File: src/conf_pkg.sv
package conf_pkg;

   // control bus
   localparam int DATA_W      = 32;
   localparam int CONF_ADDR_W = 6;

   // engine geometry
   localparam int N_UNITS     = 4;
   localparam int N_FIELDS    = 4;
   localparam int UNIT_IDX_W  = $clog2(N_UNITS);
   localparam int FIELD_IDX_W = $clog2(N_FIELDS);

   // field widths, taken from the low bits of a data word
   localparam int SEL_W   = 5;
   localparam int FNS_W   = 4;
   localparam int DELAY_W = 5;

   // field index inside one unit
   localparam logic [FIELD_IDX_W-1:0] FLD_SEL_A = FIELD_IDX_W'(0);
   localparam logic [FIELD_IDX_W-1:0] FLD_SEL_B = FIELD_IDX_W'(1);
   localparam logic [FIELD_IDX_W-1:0] FLD_FNS   = FIELD_IDX_W'(2);
   localparam logic [FIELD_IDX_W-1:0] FLD_DELAY = FIELD_IDX_W'(3);

   // address map
   // field address = unit * N_FIELDS + field, clear sits right above the fields
   localparam logic [CONF_ADDR_W-1:0] CONF_CLEAR = CONF_ADDR_W'(N_UNITS * N_FIELDS);

   // memory region is the upper half of the address space
   localparam int                     MEM_ADDR_W    = 3;
   localparam logic [CONF_ADDR_W-1:0] CONF_MEM_BASE = CONF_ADDR_W'(1 << (CONF_ADDR_W - 1));

   // one functional unit
   typedef struct packed {
      // operand a source
      logic [SEL_W-1:0]   sel_a;
      // operand b source
      logic [SEL_W-1:0]   sel_b;
      logic [FNS_W-1:0]   fns;
      // start delay
      logic [DELAY_W-1:0] delay;
   } unit_conf_t;

   // full engine configuration, unit 0 in the low bits
   typedef unit_conf_t [N_UNITS-1:0] conf_word_t;

endpackage

File: src/conf_reg.sv
`timescale 1ns/1ns

module conf_reg (
   input  logic                            clk,
   input  logic                            rst_n,

   // control bus already decoded to the register region
   input  logic                            ctr_valid,
   input  logic                            ctr_we,
   input  logic [conf_pkg::CONF_ADDR_W-1:0] ctr_addr,
   input  logic [conf_pkg::DATA_W-1:0]      ctr_data,

   // whole-word load from the configuration memory
   input  conf_pkg::conf_word_t            conf_in,
   input  logic                            conf_ld,

   // configuration seen by the data engine
   output conf_pkg::conf_word_t            conf_out
);

   import conf_pkg::*;

   logic                   wr_field;
   logic                   wr_clear;
   logic [UNIT_IDX_W-1:0]  unit;
   logic [FIELD_IDX_W-1:0] field;

   conf_word_t conf_q;
   conf_word_t conf_nxt;

   // request kind
   assign wr_field = ctr_valid & ctr_we & (ctr_addr < CONF_CLEAR);
   assign wr_clear = ctr_valid & ctr_we & (ctr_addr == CONF_CLEAR);

   // split field address into unit and field
   assign field = ctr_addr[FIELD_IDX_W-1:0];
   assign unit  = ctr_addr[FIELD_IDX_W +: UNIT_IDX_W];

   // next configuration
   // load goes first and a field write then overrides its own field
   // while a clear wins over both
   always_comb begin
      conf_nxt = conf_q;

      if (conf_ld) begin
         conf_nxt = conf_in;
      end

      if (wr_field) begin
         case (field)
            FLD_SEL_A: conf_nxt[unit].sel_a = ctr_data[SEL_W-1:0];
            FLD_SEL_B: conf_nxt[unit].sel_b = ctr_data[SEL_W-1:0];
            FLD_FNS:   conf_nxt[unit].fns   = ctr_data[FNS_W-1:0];
            FLD_DELAY: conf_nxt[unit].delay = ctr_data[DELAY_W-1:0];
         endcase
      end

      if (wr_clear) begin
         conf_nxt = '0;
      end
   end

   always_ff @(posedge clk or negedge rst_n) begin
      if (!rst_n) begin
         conf_q <= '0;
      end else begin
         conf_q <= conf_nxt;
      end
   end

   assign conf_out = conf_q;

   // the engine must never see x in its configuration
   // such as from a load of a slot that was never stored
   a_conf_known: assert property (
      @(posedge clk) disable iff (!rst_n)
      !$isunknown(conf_out)
   ) else $error("conf_reg: unknown bits in conf_out %h", conf_out);

endmodule

File: src/conf_mem.sv
`timescale 1ns/1ns

module conf_mem #(
   parameter int MEM_SLOTS = 8
) (
   input  logic                            clk,
   input  logic                            rst_n,

   // control bus already decoded to the memory region
   input  logic                            ctr_valid,
   input  logic                            ctr_we,
   input  logic [conf_pkg::MEM_ADDR_W-1:0] slot,

   // current register contents to store
   input  conf_pkg::conf_word_t            conf_in,

   // replayed slot and its load strobe
   output conf_pkg::conf_word_t            conf_out,
   output logic                            conf_ld
);

   import conf_pkg::*;

   conf_word_t mem [0:MEM_SLOTS-1];
   conf_word_t rd_q;
   logic       ld_q;
   logic       store;
   logic       load;

   assign store = ctr_valid & ctr_we;
   assign load  = ctr_valid & ~ctr_we;

   // slot storage and synchronous read
   always_ff @(posedge clk) begin
      if (store) begin
         mem[slot] <= conf_in;
      end
      if (load) begin
         rd_q <= mem[slot];
      end
   end

   // load strobe lines up with the registered read data
   always_ff @(posedge clk or negedge rst_n) begin
      if (!rst_n) begin
         ld_q <= 1'b0;
      end else begin
         ld_q <= load;
      end
   end

   assign conf_out = rd_q;
   assign conf_ld  = ld_q;

   // exactly one strobe in the cycle after each read request on the bus
   a_ld_timing: assert property (
      @(posedge clk) disable iff (!rst_n)
      conf_ld == $past(ctr_valid && !ctr_we)
   ) else $error("conf_mem: conf_ld out of step with load request");

endmodule

File: src/conf_ctrl.sv
`timescale 1ns/1ns

module conf_ctrl #(
   parameter int MEM_SLOTS = 8
) (
   input  logic                             clk,
   input  logic                             rst_n,

   // control bus
   input  logic                             ctr_valid,
   input  logic                             ctr_we,
   input  logic [conf_pkg::CONF_ADDR_W-1:0] ctr_addr,
   input  logic [conf_pkg::DATA_W-1:0]      ctr_data,

   // configuration to the data engine
   output conf_pkg::conf_word_t             conf_out,
   output logic                             unmapped
);

   import conf_pkg::*;

   logic                   reg_valid;
   logic                   mem_valid;
   logic                   mem_hit;
   logic [CONF_ADDR_W-1:0] mem_off;

   conf_word_t mem_conf;
   logic       mem_ld;

   // slot offset inside the memory region
   assign mem_off = ctr_addr - CONF_MEM_BASE;
   assign mem_hit = (ctr_addr >= CONF_MEM_BASE) && (mem_off < CONF_ADDR_W'(MEM_SLOTS));

   // address decoder, register region has priority
   always_comb begin
      reg_valid = 1'b0;
      mem_valid = 1'b0;
      unmapped  = 1'b0;
      if (ctr_addr <= CONF_CLEAR) begin
         reg_valid = ctr_valid;
      end else if (mem_hit) begin
         mem_valid = ctr_valid;
      end else begin
         // stray request, flagged for one cycle
         unmapped = ctr_valid;
      end
   end

   conf_reg conf_reg_i (
      .clk       (clk),
      .rst_n     (rst_n),
      .ctr_valid (reg_valid),
      .ctr_we    (ctr_we),
      .ctr_addr  (ctr_addr),
      .ctr_data  (ctr_data),
      .conf_in   (mem_conf),
      .conf_ld   (mem_ld),
      .conf_out  (conf_out)
   );

   conf_mem #(
      .MEM_SLOTS (MEM_SLOTS)
   ) conf_mem_i (
      .clk       (clk),
      .rst_n     (rst_n),
      .ctr_valid (mem_valid),
      .ctr_we    (ctr_we),
      .slot      (mem_off[MEM_ADDR_W-1:0]),
      .conf_in   (conf_out),
      .conf_out  (mem_conf),
      .conf_ld   (mem_ld)
   );

   // one target per request
   a_one_target: assert property (
      @(posedge clk) disable iff (!rst_n)
      !(reg_valid && mem_valid)
   ) else $error("conf_ctrl: register and memory selected together");

   // a stray request never reaches the register
   a_unmapped_quiet: assert property (
      @(posedge clk) disable iff (!rst_n)
      (unmapped && !mem_ld) |=> $stable(conf_out)
   ) else $error("conf_ctrl: unmapped request changed conf_out");

endmodule

File: config.mk
export PLATFORM = sky130hd
export DESIGN_NAME = conf_ctrl
export DESIGN_NICKNAME = d
export VERILOG_FILES = /design/src/conf_pkg.sv /design/src/conf_reg.sv /design/src/conf_mem.sv /design/src/conf_ctrl.sv
export SDC_FILE = /design/constraint.sdc
export NUM_CORES = 1
export LEC_CHECK = 0
export BUFFER_PORTS_ARGS = -buffer_cell sky130_fd_sc_hd__buf_2
export CORE_UTILIZATION = 65
export CTS_BUF_LIST = sky130_fd_sc_hd__clkbuf_2 sky130_fd_sc_hd__clkbuf_4 sky130_fd_sc_hd__clkbuf_8
export DETAILED_ROUTE_END_ITERATION = 10
export GPL_TIMING_DRIVEN = 0
export PLACE_DENSITY = 0.94
export SLEW_MARGIN = 25
export SYNTH_ARGS = -nofsm -noshare
export SYNTH_HDL_FRONTEND = slang
export SYNTH_HIERARCHICAL = 1
export SYNTH_SLANG_ARGS = --single-unit
File: constraint.sdc
create_clock -name clk -period 3.3 [get_ports clk]
set_clock_uncertainty 0.05 [all_clocks]
set_input_delay 0.33 -clock clk [delete_from_list [all_inputs] [get_ports clk]]
set_output_delay 0.33 -clock clk [all_outputs]
set_load 0.05 [all_outputs]
==> results.md, run 1 <==
- Sw frac: 0.257
- Design Area, Final: about 34000 um2
- Vias/cell: ~7.0
- Vias in the first global route: 17.3k
- Sequential share of power: 0.545
- Crit start category: input port
- Final hold violation count: 0
- Core area: 44500 um2
- Cells after DPL: between 2k and 2.5k
- Gate Count Post-Synth: between 1k and 1.5k
- Yosys Warn Count: 6
- Worst Path Max Fanout: 17
- Crit path kind: in2reg
- IO Port Bufs: just under 90
- Worst Path Required: between 3 and 4 ns
- Antenna violations before repair: 0
- Syn nets: roughly 1.4k
- Global-route wire length before repair: ~110 mm
- I/O pin count: around 120
- Die ar.: 46400 um2
- P_int: between 15000 and 20000 uW
- Antenna cells: 0
- Clock network power share: 0.358
- Synth-to-layout area growth: 15.6%
- PwrDens: approximately 630 nW/um2
- Max Transition Viols Final: 0
- Post-cts sizing count: 0
- Clock Latency Late Sink: between 0.6 and 0.7 ns
- Reg2reg end: conf_reg_i/conf_out[26]
- Nets@finish: ~1.7k
- Detailed Routing Iterations Pass 1: 5
- Commonest register cell after synthesis: edfxtp_1
- Yosys reg bits: ~760
- RR Startpoint: conf_mem_i/conf_ld
- Reg-to-reg setup timing slack: around 1.1 ns
- Setup crit end kind: register
- RSZ-0062 raised after global routing: no
- Grt ovf: 0
- Row count: 77
- Worst r2r path cells: 5
- Htree depth: 3
- Mean area per synthesized cell: approximately 21 um2
- Sequential share of the synthesized area: 0.759
- Clock sinks: between 700 and 800
- Status: complete, no violations
- Final period utilization: 0.963
- Max_slew headroom: 0.178
- Slew @ Worst Pin: between 1 and 1.5 ns
- CTS Hold Bufs: 1
- Final setup violation count: 0
- Lkg Pwr: around 0.011 uW
- Worst-path clk slew: 0.07 ns
- DRT antenna net count: 0
- Final WL: about 75 mm
- DR iter-0 viols: between 2k and 2.5k
- Post-synth EDFFs: approximately 700
- Worst hold slack: between 0.08 and 0.09 ns
- Count of cell types in the netlist: just over 40
- Vias: between 15k and 20k
- Worst min path class: in2async
- GP Congestion: between 0.8 and 0.9
- TritonCTS clock tree: built
- DRC: 0
- Starting Density: 0.665
- Post-DP HPWL: 45.8 mm
- Total track usage: 0.330
- Width of the die: 215 um
- Root Buffer: clkbuf_8
- Setup Buffers After CTS: 0
- Sw Pwr: ~5500 uW
- Largest net degree at the start of global routing: 52
- TritonCTS buffer count: 110
- Syn Std Cell Area: 29600 um2
- WP data arrival: around 3.5 ns
- Max Clock Freq: ~0.31 GHz
- Drt wl/cell: between 30 and 40 um
- Die Y: between 200 and 250 um
- Layout cell share with drive strength beyond 1: 0.371
- Min cycle time layout: 3.18 ns
- Placed cell area: 31900 um2
- Clock Tree Buf Depth: 3
- Async set or reset register ratio after synthesis: 0.101
- MaxCap Viol Count: 0
- Post-route insts no fill: ~2.3k
- Gate power share: 0.097
- Maximum VDD drop: 467 uV
-- sequential cells by signal, indices dropped and copies added, names as in the netlist --
| register | count |
|---|---|
| conf_mem_i/mem | 608 |
| conf_mem_i/conf_out | 76 |
| conf_reg_i/conf_out | 76 |
| conf_mem_i/conf_ld | 1 |
-- power groups by stage --
stage | Sequential (uW) | Clock [uW] | Combinational [uW]
2_1_floorplan | 12500 | 0 | 723
3_3_place_gp | 11800 | 0 | 1950
3_5_place_dp | 11900 | 0 | 2040
4_1_cts | 11700 | 7800 | 2080
5_1_grt | 11800 | 8200 | 2150
6_report | 11800 | 7730 | 2090
-- placed cells by master, fill, tap and decap left out, types with 15 or more instances in the layout --
| cell type | n |
|---|---|
| edfxtp_1 | 684 |
| clkbuf_1 | 32 |
| buf_6 | 34 |
| a211oi_1 | 49 |
| nor3_1 | 89 |
| mux4_2 | 150 |
| mux2i_1 | 67 |
| clkinv_1 | 24 |
| clkbuf_8 | 127 |
| a211oi_2 | 15 |
| dfrtp_1 | 77 |
| buf_16 | 25 |
| clkbuf_4 | 46 |
| mux2_2 | 87 |
| buf_2 | 109 |
-- synthesized netlist by cell type, types with 5 or more instances --
| cell type | instances | area (um2) |
|---|---|---|
| mux4_2 | 150 | 3380 |
| nor2_1 | 6 | 22.5 |
| mux2i_1 | 67 | 671 |
| buf_6 | 20 | 225 |
| edfxtp_1 | 684 | 20500 |
| mux2_2 | 87 | 980 |
| buf_2 | 26 | 130 |
| nor3_1 | 91 | 455 |
| buf_1 | 10 | 37.5 |
| nand4bb_1 | 5 | 56.3 |
| or2_0 | 8 | 50.1 |
| dfrtp_1 | 77 | 1930 |
| a211oi_2 | 15 | 188 |
| a211oi_1 | 49 | 368 |
| a21oi_1 | 12 | 60.1 |
| clkbuf_1 | 33 | 124 |
| nand4b_1 | 5 | 43.8 |
-- logic make-up after synthesis --
logic type             share of synthesized area
AO/OA/AOI/OAI                             0.0225
buffers and inverters                     0.0182
flip-flops                                 0.759
multiplexers                               0.170
AND/OR/NAND/NOR                           0.0300
-- through the flow --
| step | TNS [ns] | util | setup slack [ns] | total power, uW |
|---|---|---|---|---|
| 2_1_floorplan | -83.44 | - | -0.466 | 13200 |
| 3_3_place_gp | -1153.55 | 0.693 | -3.05 | 13800 |
| 3_5_place_dp | -34.76 | 0.716 | -0.475 | 14000 |
| 4_1_cts | 0 | 0.768 | 0.238 | 21600 |
| 5_1_grt | 0 | 0.768 | 0.0901 | 22100 |
| 6_report | 0 | 0.768 | 0.122 | 21600 |
-- worst max-delay path: stages --
cell and delay (ns):
buf_2 0.25, buf_2 0.36, buf_2 0.37, buf_1 0.66, nand2_1 0.33, nor2_4 0.71, buf_16 0.27, buf_16 0.19
-- worst max-delay path by stage --
stage                           start                     to  slack (ns)  depth (start not counted)
final                     ctr_addr[1]  conf_mem_i/mem[7][48]        0.12                          8
after floorplan           ctr_addr[1]   conf_mem_i/mem[3][0]       -0.47                          5
after global placement    ctr_addr[1]  conf_mem_i/mem[3][48]       -3.05                          6
after global routing      ctr_addr[1]  conf_mem_i/mem[7][48]        0.09                          8
after CTS                 ctr_addr[1]  conf_mem_i/mem[7][48]        0.24                          8
after detailed placement  ctr_addr[1]  conf_mem_i/mem[7][32]       -0.48                          8
-- routing by layer --
layer	track usage	wire length (um)
met1	0.421	25600
met2	0.531	36700
met3	0.0722	8280
met4	0.187	4040
met5	0.00938	41
-- layout make-up --
cell class	instances	area, um2
tap	592	741
clock inverter	37	239
timing repair buffer	134	1440
sequential	761	22500
clock buffer	172	2080
multi-input combinational	531	6660
buffer	91	564
fill	2083	10300
Power figures use the tool's default switching activity.
==> run 2: changes to the inputs <==
Settings changed: CORE_MARGIN set to 5, SYNTH_HIERARCHICAL 1 to unset.
==> run 2 against run 1 <==
Compared with the run above: fmax is 12% higher; total power is 2.4% higher; utilization is 1.1 points lower; clock power is 3.1% higher; die area is 6.4% higher; hold slack worse by 0.042 ns; sequential share of layout area is 1.1 points higher; cell area is 1.7% lower; setup slack better by 0.35 ns; critical path depth is 1 lower; critical path type unchanged; wire length is 1.9% lower; non-clock buffer count is 1 higher.
==> results.md, run 2 <==
- Status: complete, no violations
- Vias: roughly 16k
- Row count: 77
- GP Congestion: 0.812
- Post-cts sizing count: 0
- Biggest register: conf_mem_i.mem
- Yosys top cell area share: 0.702
- Final WS setup: approximately 0.47 ns
- Final hold violation count: 0
- Ranking of synthesized cells by area: edfxtp_1, mux4_2, dfrtp_1
- Commonest non-fill, non-tap cell in the layout: edfxtp_1
- Final WL: between 70 and 80 mm
- Worst r2r path cells: 4
- Vias/cell: 6.97
- Worst-path clk slew: 0.07 ns
- Fin Setup TNS: 0 ns
- Post-place setup slack: -0.169 ns
- IO Port Bufs: 86
- Sequential share of power: 0.540
- Most frequent cells in the layout: edfxtp_1, mux4_2, clkbuf_8
- Final setup violation count: 0
- Crit path kind: in2reg
- Slew @ Worst Pin: about 1.1 ns
- Max reg flops: a little over 600
- Async set or reset register ratio after synthesis: 0.101
- Top-count cell post-synth: edfxtp_1
- TritonCTS buffer count: approximately 110
- Final period utilization: 0.857
- Width of the die: 222 um
- Crit start category: input port
- Mean area per synthesized cell: 21.6 um2
- Clock sinks: approximately 760
- Gate Count Post-Synth: roughly 1.4k
- I/O pin count: 119
- Total track usage: 0.298
- DRT antenna net count: 0
- Reg-to-reg setup timing slack: 1.17 ns
- Min cycle time layout: about 2.8 ns
- P_int: about 16000 uW
- Commonest cells in the netlist: edfxtp_1, mux4_2, dfrtp_1, nor3_1
- Sequential share of the synthesized area: 0.768
- Nets@finish: 1645
- Clock network power share: 0.361
- TritonCTS clock tree: built
- Hold Crit Depth: 2
- Worst hold slack: about 0.048 ns
- Layout cell share with drive strength beyond 1: 0.371
- Setup crit end kind: register
- Lkg Pwr: approximately 0.011 uW
- PwrDens: roughly 660 nW/um2
- Setup Buffers After CTS: 0
- Synth-to-layout area growth: 14.9%
- Area leader, netlist: edfxtp_1
- WP data arrival: 3.17 ns
- Root Buffer: clkbuf_8
- DR iter-0 viols: between 2k and 2.5k
- Max Transition Viols Final: 0
- Max_slew headroom: 0.286
- Grt ovf: 0
- Antenna violations before repair: 0
- Core area: 44400 um2
- Htree depth: 3
- Vias in the first global route: about 17k
- Antenna cells: 0
- Yosys reg bits: ~760
- Gate power share: 0.099
- Worst Path Required: approximately 3.6 ns
- Worst Path Max Fanout: 31
- Sw frac: 0.267
- Clock Tree Buf Depth: 3
- DRC: 0
- Worst min path class: in2reg
- # fillers: 2042
- Hold endpoint: conf_mem_i.conf_out[69]
- Die ar.: 49400 um2
- Clock Latency Late Sink: around 0.74 ns
- Maximum VDD drop: 507 uV
- Largest net degree at the start of global routing: between 40 and 50
- Yosys Warn Count: 0
- Syn Std Cell Area: a little under 30000 um2
- Global-route wire length before repair: between 100 and 150 mm
- Commonest register cell after synthesis: edfxtp_1
- Drt wl/cell: ~32 um
- Starting Density: 0.659
- Detailed Routing Iterations Pass 1: 5
- Reg2reg end: conf_reg_i.conf_out[24]
- RR Startpoint: conf_mem_i.conf_ld
- Post-synth EDFFs: roughly 700
- Max Clock Freq: ~0.35 GHz
- MaxCap Viol Count: 0
- Die Y: between 200 and 250 um
- Count of cell types in the netlist: 31
- CTS Hold Bufs: 3
- Syn nets: about 1.4k
- RSZ-0062 raised after global routing: no
- Hold wc startpoint: ctr_valid
- Post-DP HPWL: between 40 and 50 mm
- Sw Pwr: roughly 5900 uW
run 2: final cells by class:
class,instances,area [um2],share of cell area
multi-input cells,502,6450,0.192
well taps,592,741,0.0220
plain buffers,90,438,0.0130
flip-flops and latches,761,22500,0.668
clock buffers,179,2160,0.0642
repair buffers,136,1140,0.0339
clock inverters,34,229,0.00681
run 2: how the worst max path moves through the flow:
stage                 from                     to  slack [ns]  depth (start not counted)
3_3_place_gp   ctr_addr[1]  conf_mem_i.mem[3][48]       -2.54                          5
2_1_floorplan  ctr_addr[0]   conf_mem_i.mem[5][0]       -0.38                          5
5_1_grt        ctr_addr[1]  conf_mem_i.mem[2][53]        0.46                          7
4_1_cts        ctr_addr[1]  conf_mem_i.mem[2][52]        0.58                          7
3_5_place_dp   ctr_addr[1]  conf_mem_i.mem[2][63]       -0.17                          7
6_report       ctr_addr[1]  conf_mem_i.mem[2][51]        0.47                          7
run 2: cells by family after synthesis:
kind of cell,synth area share
and+or+nand+nor,0.0244
AOI/OAI and AO/OA,0.0210
DFF,0.768
buffers and inverters,0.0146
muxes,0.172
run 2: critical path, stage by stage:
cell	delay, ns
buf_2	0.18
buf_2	0.33
buf_2	0.38
clkbuf_1	0.65
and3b_4	0.72
buf_12	0.29
buf_12	0.24
run 2: power by group through the flow:
stage | Combinational [uW] | Clock, uW | Sequential (uW)
finish | 2190 | 7970 | 11900
global route | 2260 | 8470 | 12000
CTS | 2190 | 7970 | 11900
detailed placement | 2140 | 0 | 12100
global placement | 2060 | 0 | 12000
floorplan | 708 | 0 | 12700
run 2: metal layers:
metal  vias up  track usage  share of wire
met5         -            0              0
met4         0        0.153          0.054
met3       261       0.0688           0.12
met2      1431        0.467           0.49
met1      8114        0.403           0.34
li1       6174            -              -
run 2: per-stage QoR:
| stage | total power (uW) | instance area, um2 | instances | util |
|---|---|---|---|---|
| global placement | 14000 | 30500 | 2031 | 0.687 |
| finish | 22100 | 33600 | 2294 | 0.757 |
| floorplan | 13400 | 29300 | 1353 | - |
| global route | 22700 | 33600 | 2294 | 0.757 |
| detailed placement | 14200 | 31200 | 2078 | 0.703 |
| CTS | 22100 | 33600 | 2294 | 0.757 |
==> run 3: changes to the inputs <==
Settings changed: PLACE_DENSITY 0.94 to 0.82, SLEW_MARGIN 25 to unset.
==> run 3 against run 2 <==
Compared with the run above: total power up 1.4%; clock-buffer cell count is 7 lower; critical path depth stayed put; hold slack improved by 0.013 ns; critical path type unchanged; largest power group unchanged.
==> results.md, run 3 (synthesis results as in run 2) <==
- Worst r2r path cells: 4
- Min cycle time layout: 2.97 ns
- Design Area, Final: approximately 34000 um2
- Reg2reg end: conf_reg_i.conf_out[17]
- Post-cts sizing count: 0
- Setup crit end kind: register
- Core area: ~44000 um2
- Hold endpoint: conf_reg_i.conf_out[4]
- Reg-to-reg setup timing slack: 1.36 ns
- GP Congestion: roughly 0.80
- Lkg Pwr: approximately 0.011 uW
- Post-layout util: 0.763
- Clock sinks: 761
- Hold Crit Depth: 3
- DRT antenna net count: 0
- DRC: 0
- Worst Path Required: ~3.6 ns
- Max Transition Viols Final: 0
- Cells after DPL: around 2.1k
- Root Buffer: clkbuf_8
- Top delay family on crit path: simple AND/OR/NAND/NOR gates
- Grt ovf: 0
- Post-DP HPWL: approximately 41 mm
- Worst-path clk slew: approximately 0.06 ns
- Final WL: ~67 mm
- Max reg flops: a little over 600
- Hold wc startpoint: ctr_data[4]
- Synth-to-layout area growth: 15.8%
- IO Port Bufs: between 80 and 90
- Final period utilization: 0.901
- Layout cell share with drive strength beyond 1: 0.365
- I/O pin count: between 100 and 150
- Final hold violation count: 0
- Clock network power share: 0.374
- Clock Tree Buf Depth: 3
- Slew @ Worst Pin: 1.07 ns
- Starting Density: 0.659
- Max Clock Freq: ~0.34 GHz
- WP data arrival: 3.31 ns
- Sequential share of power: 0.531
- Die ar.: about 50000 um2
- Htree depth: 3
- Crit path kind: in2reg
- Worst Path Max Fanout: 15
- CP max stage delay: 0.96 ns
- Post-route insts no fill: 2287
- Global-route wire length before repair: 101 mm
- Vias in the first global route: around 16k
- Status: complete, no violations
- Clock Latency Late Sink: about 0.69 ns
- RSZ-0062 raised after global routing: no
- Die Y: ~220 um
- Bufs and invs on worst path: 4
- Setup Buffers After CTS: 0
- CP max-delay cell: nor3b_4
- DR iter-0 viols: 2036
- Worst min path class: in2reg
- Width of the die: between 200 and 250 um
- Total track usage: 0.274
- Row count: 77
- Sw Pwr: approximately 5700 uW
- Detailed Routing Iterations Pass 1: 7
- Final setup violation count: 0
- CP Cell Sequence: dlygate4sd3_1, buf_2, nand2_1, nor4_1, nor3b_4, buf_8, buf_16
- Total Power: 22400 uW
- Vias: approximately 15k
- Vias/cell: between 6 and 7
- P_int: 16700 uW
- Largest net degree at the start of global routing: 51
- TritonCTS clock tree: built
- TritonCTS buffer count: 111
- Placed cell area: approximately 31000 um2
- Max_slew headroom: 0.286
- Most frequent cells in the layout: edfxtp_1, mux4_2, clkbuf_8
- MaxCap Viol Count: 0
- Commonest non-fill, non-tap cell in the layout: edfxtp_1
- Gate power share: 0.095
- Drt wl/cell: 29.4 um
- Sw frac: 0.254
- PwrDens: 661 nW/um2
- RR Startpoint: conf_mem_i.conf_ld
- Biggest register: conf_mem_i.mem
- Worst hold slack: 0.0607 ns
- Antenna violations before repair: 10
- Maximum VDD drop: roughly 390 uV
- Crit start category: input port
- Nets@finish: around 1.6k
## run 3: power by group through the flow
stage                     registers [uW]  logic [uW]  clock network (uW)
final                              11900        2120                8380
after floorplan                    12700         708                   0
after global placement             12000        2050                   0
after CTS                          11900        2130                8460
after detailed placement           12100        2110                   0
after global routing               12000        2210                8960
## run 3: how the worst max path moves through the flow
stage / from / to / depth (start not counted)
after floorplan: ctr_addr[0] / conf_mem_i.mem[5][0] / 5
after global placement: ctr_addr[1] / conf_mem_i.mem[3][48] / 5
after detailed placement: ctr_addr[2] / conf_mem_i.mem[4][30] / 6
after CTS: ctr_we / conf_mem_i.mem[0][6] / 7
after global routing: ctr_we / conf_mem_i.mem[0][69] / 7
final: ctr_we / conf_mem_i.mem[0][25] / 7
## run 3: area by class of cell
type | instances | area (um2)
Fill cell | 2175 | 10500
Multi-Input combinational cell | 502 | 6450
Clock buffer | 172 | 2140
Antenna cell | 6 | 15.0
Sequential cell | 761 | 22500
Timing Repair Buffer | 125 | 1240
Tap cell | 592 | 741
Buffer | 90 | 438
Clock inverter | 39 | 413
## run 3: worst reg2reg max path: stages (launching register included)
cell,delay (ns)
dfrtp_1,0.33
clkbuf_1,0.17
clkbuf_1,0.74
mux2i_1,0.24
a211oi_1,0.32
## run 3: per-stage QoR
stage | setup WS, ns | TNS (ns)
floorplan | -0.384 | -119.69
global placement | -2.64 | -1161.44
detailed placement | 0.0501 | 0
CTS | 0.443 | 0
global route | 0.303 | 0
finish | 0.325 | 0
## run 3: per-layer routing
metal | vias up | share of wire | GRT usage
met5 | - | 0.00068 | 0
met4 | 8 | 0.040 | 0.114
met3 | 196 | 0.11 | 0.0732
met2 | 1081 | 0.48 | 0.428
met1 | 7782 | 0.37 | 0.377
li1 | 6158 | - | -
## run 3: what timing repair did
| action | 4_1_cts | 5_1_grt |
|---|---|---|
| hold buffers | 2 | 0 |
| endpoints found under the setup margin | 0 | 0 |
| hold endpoints to repair | 43 | 0 |
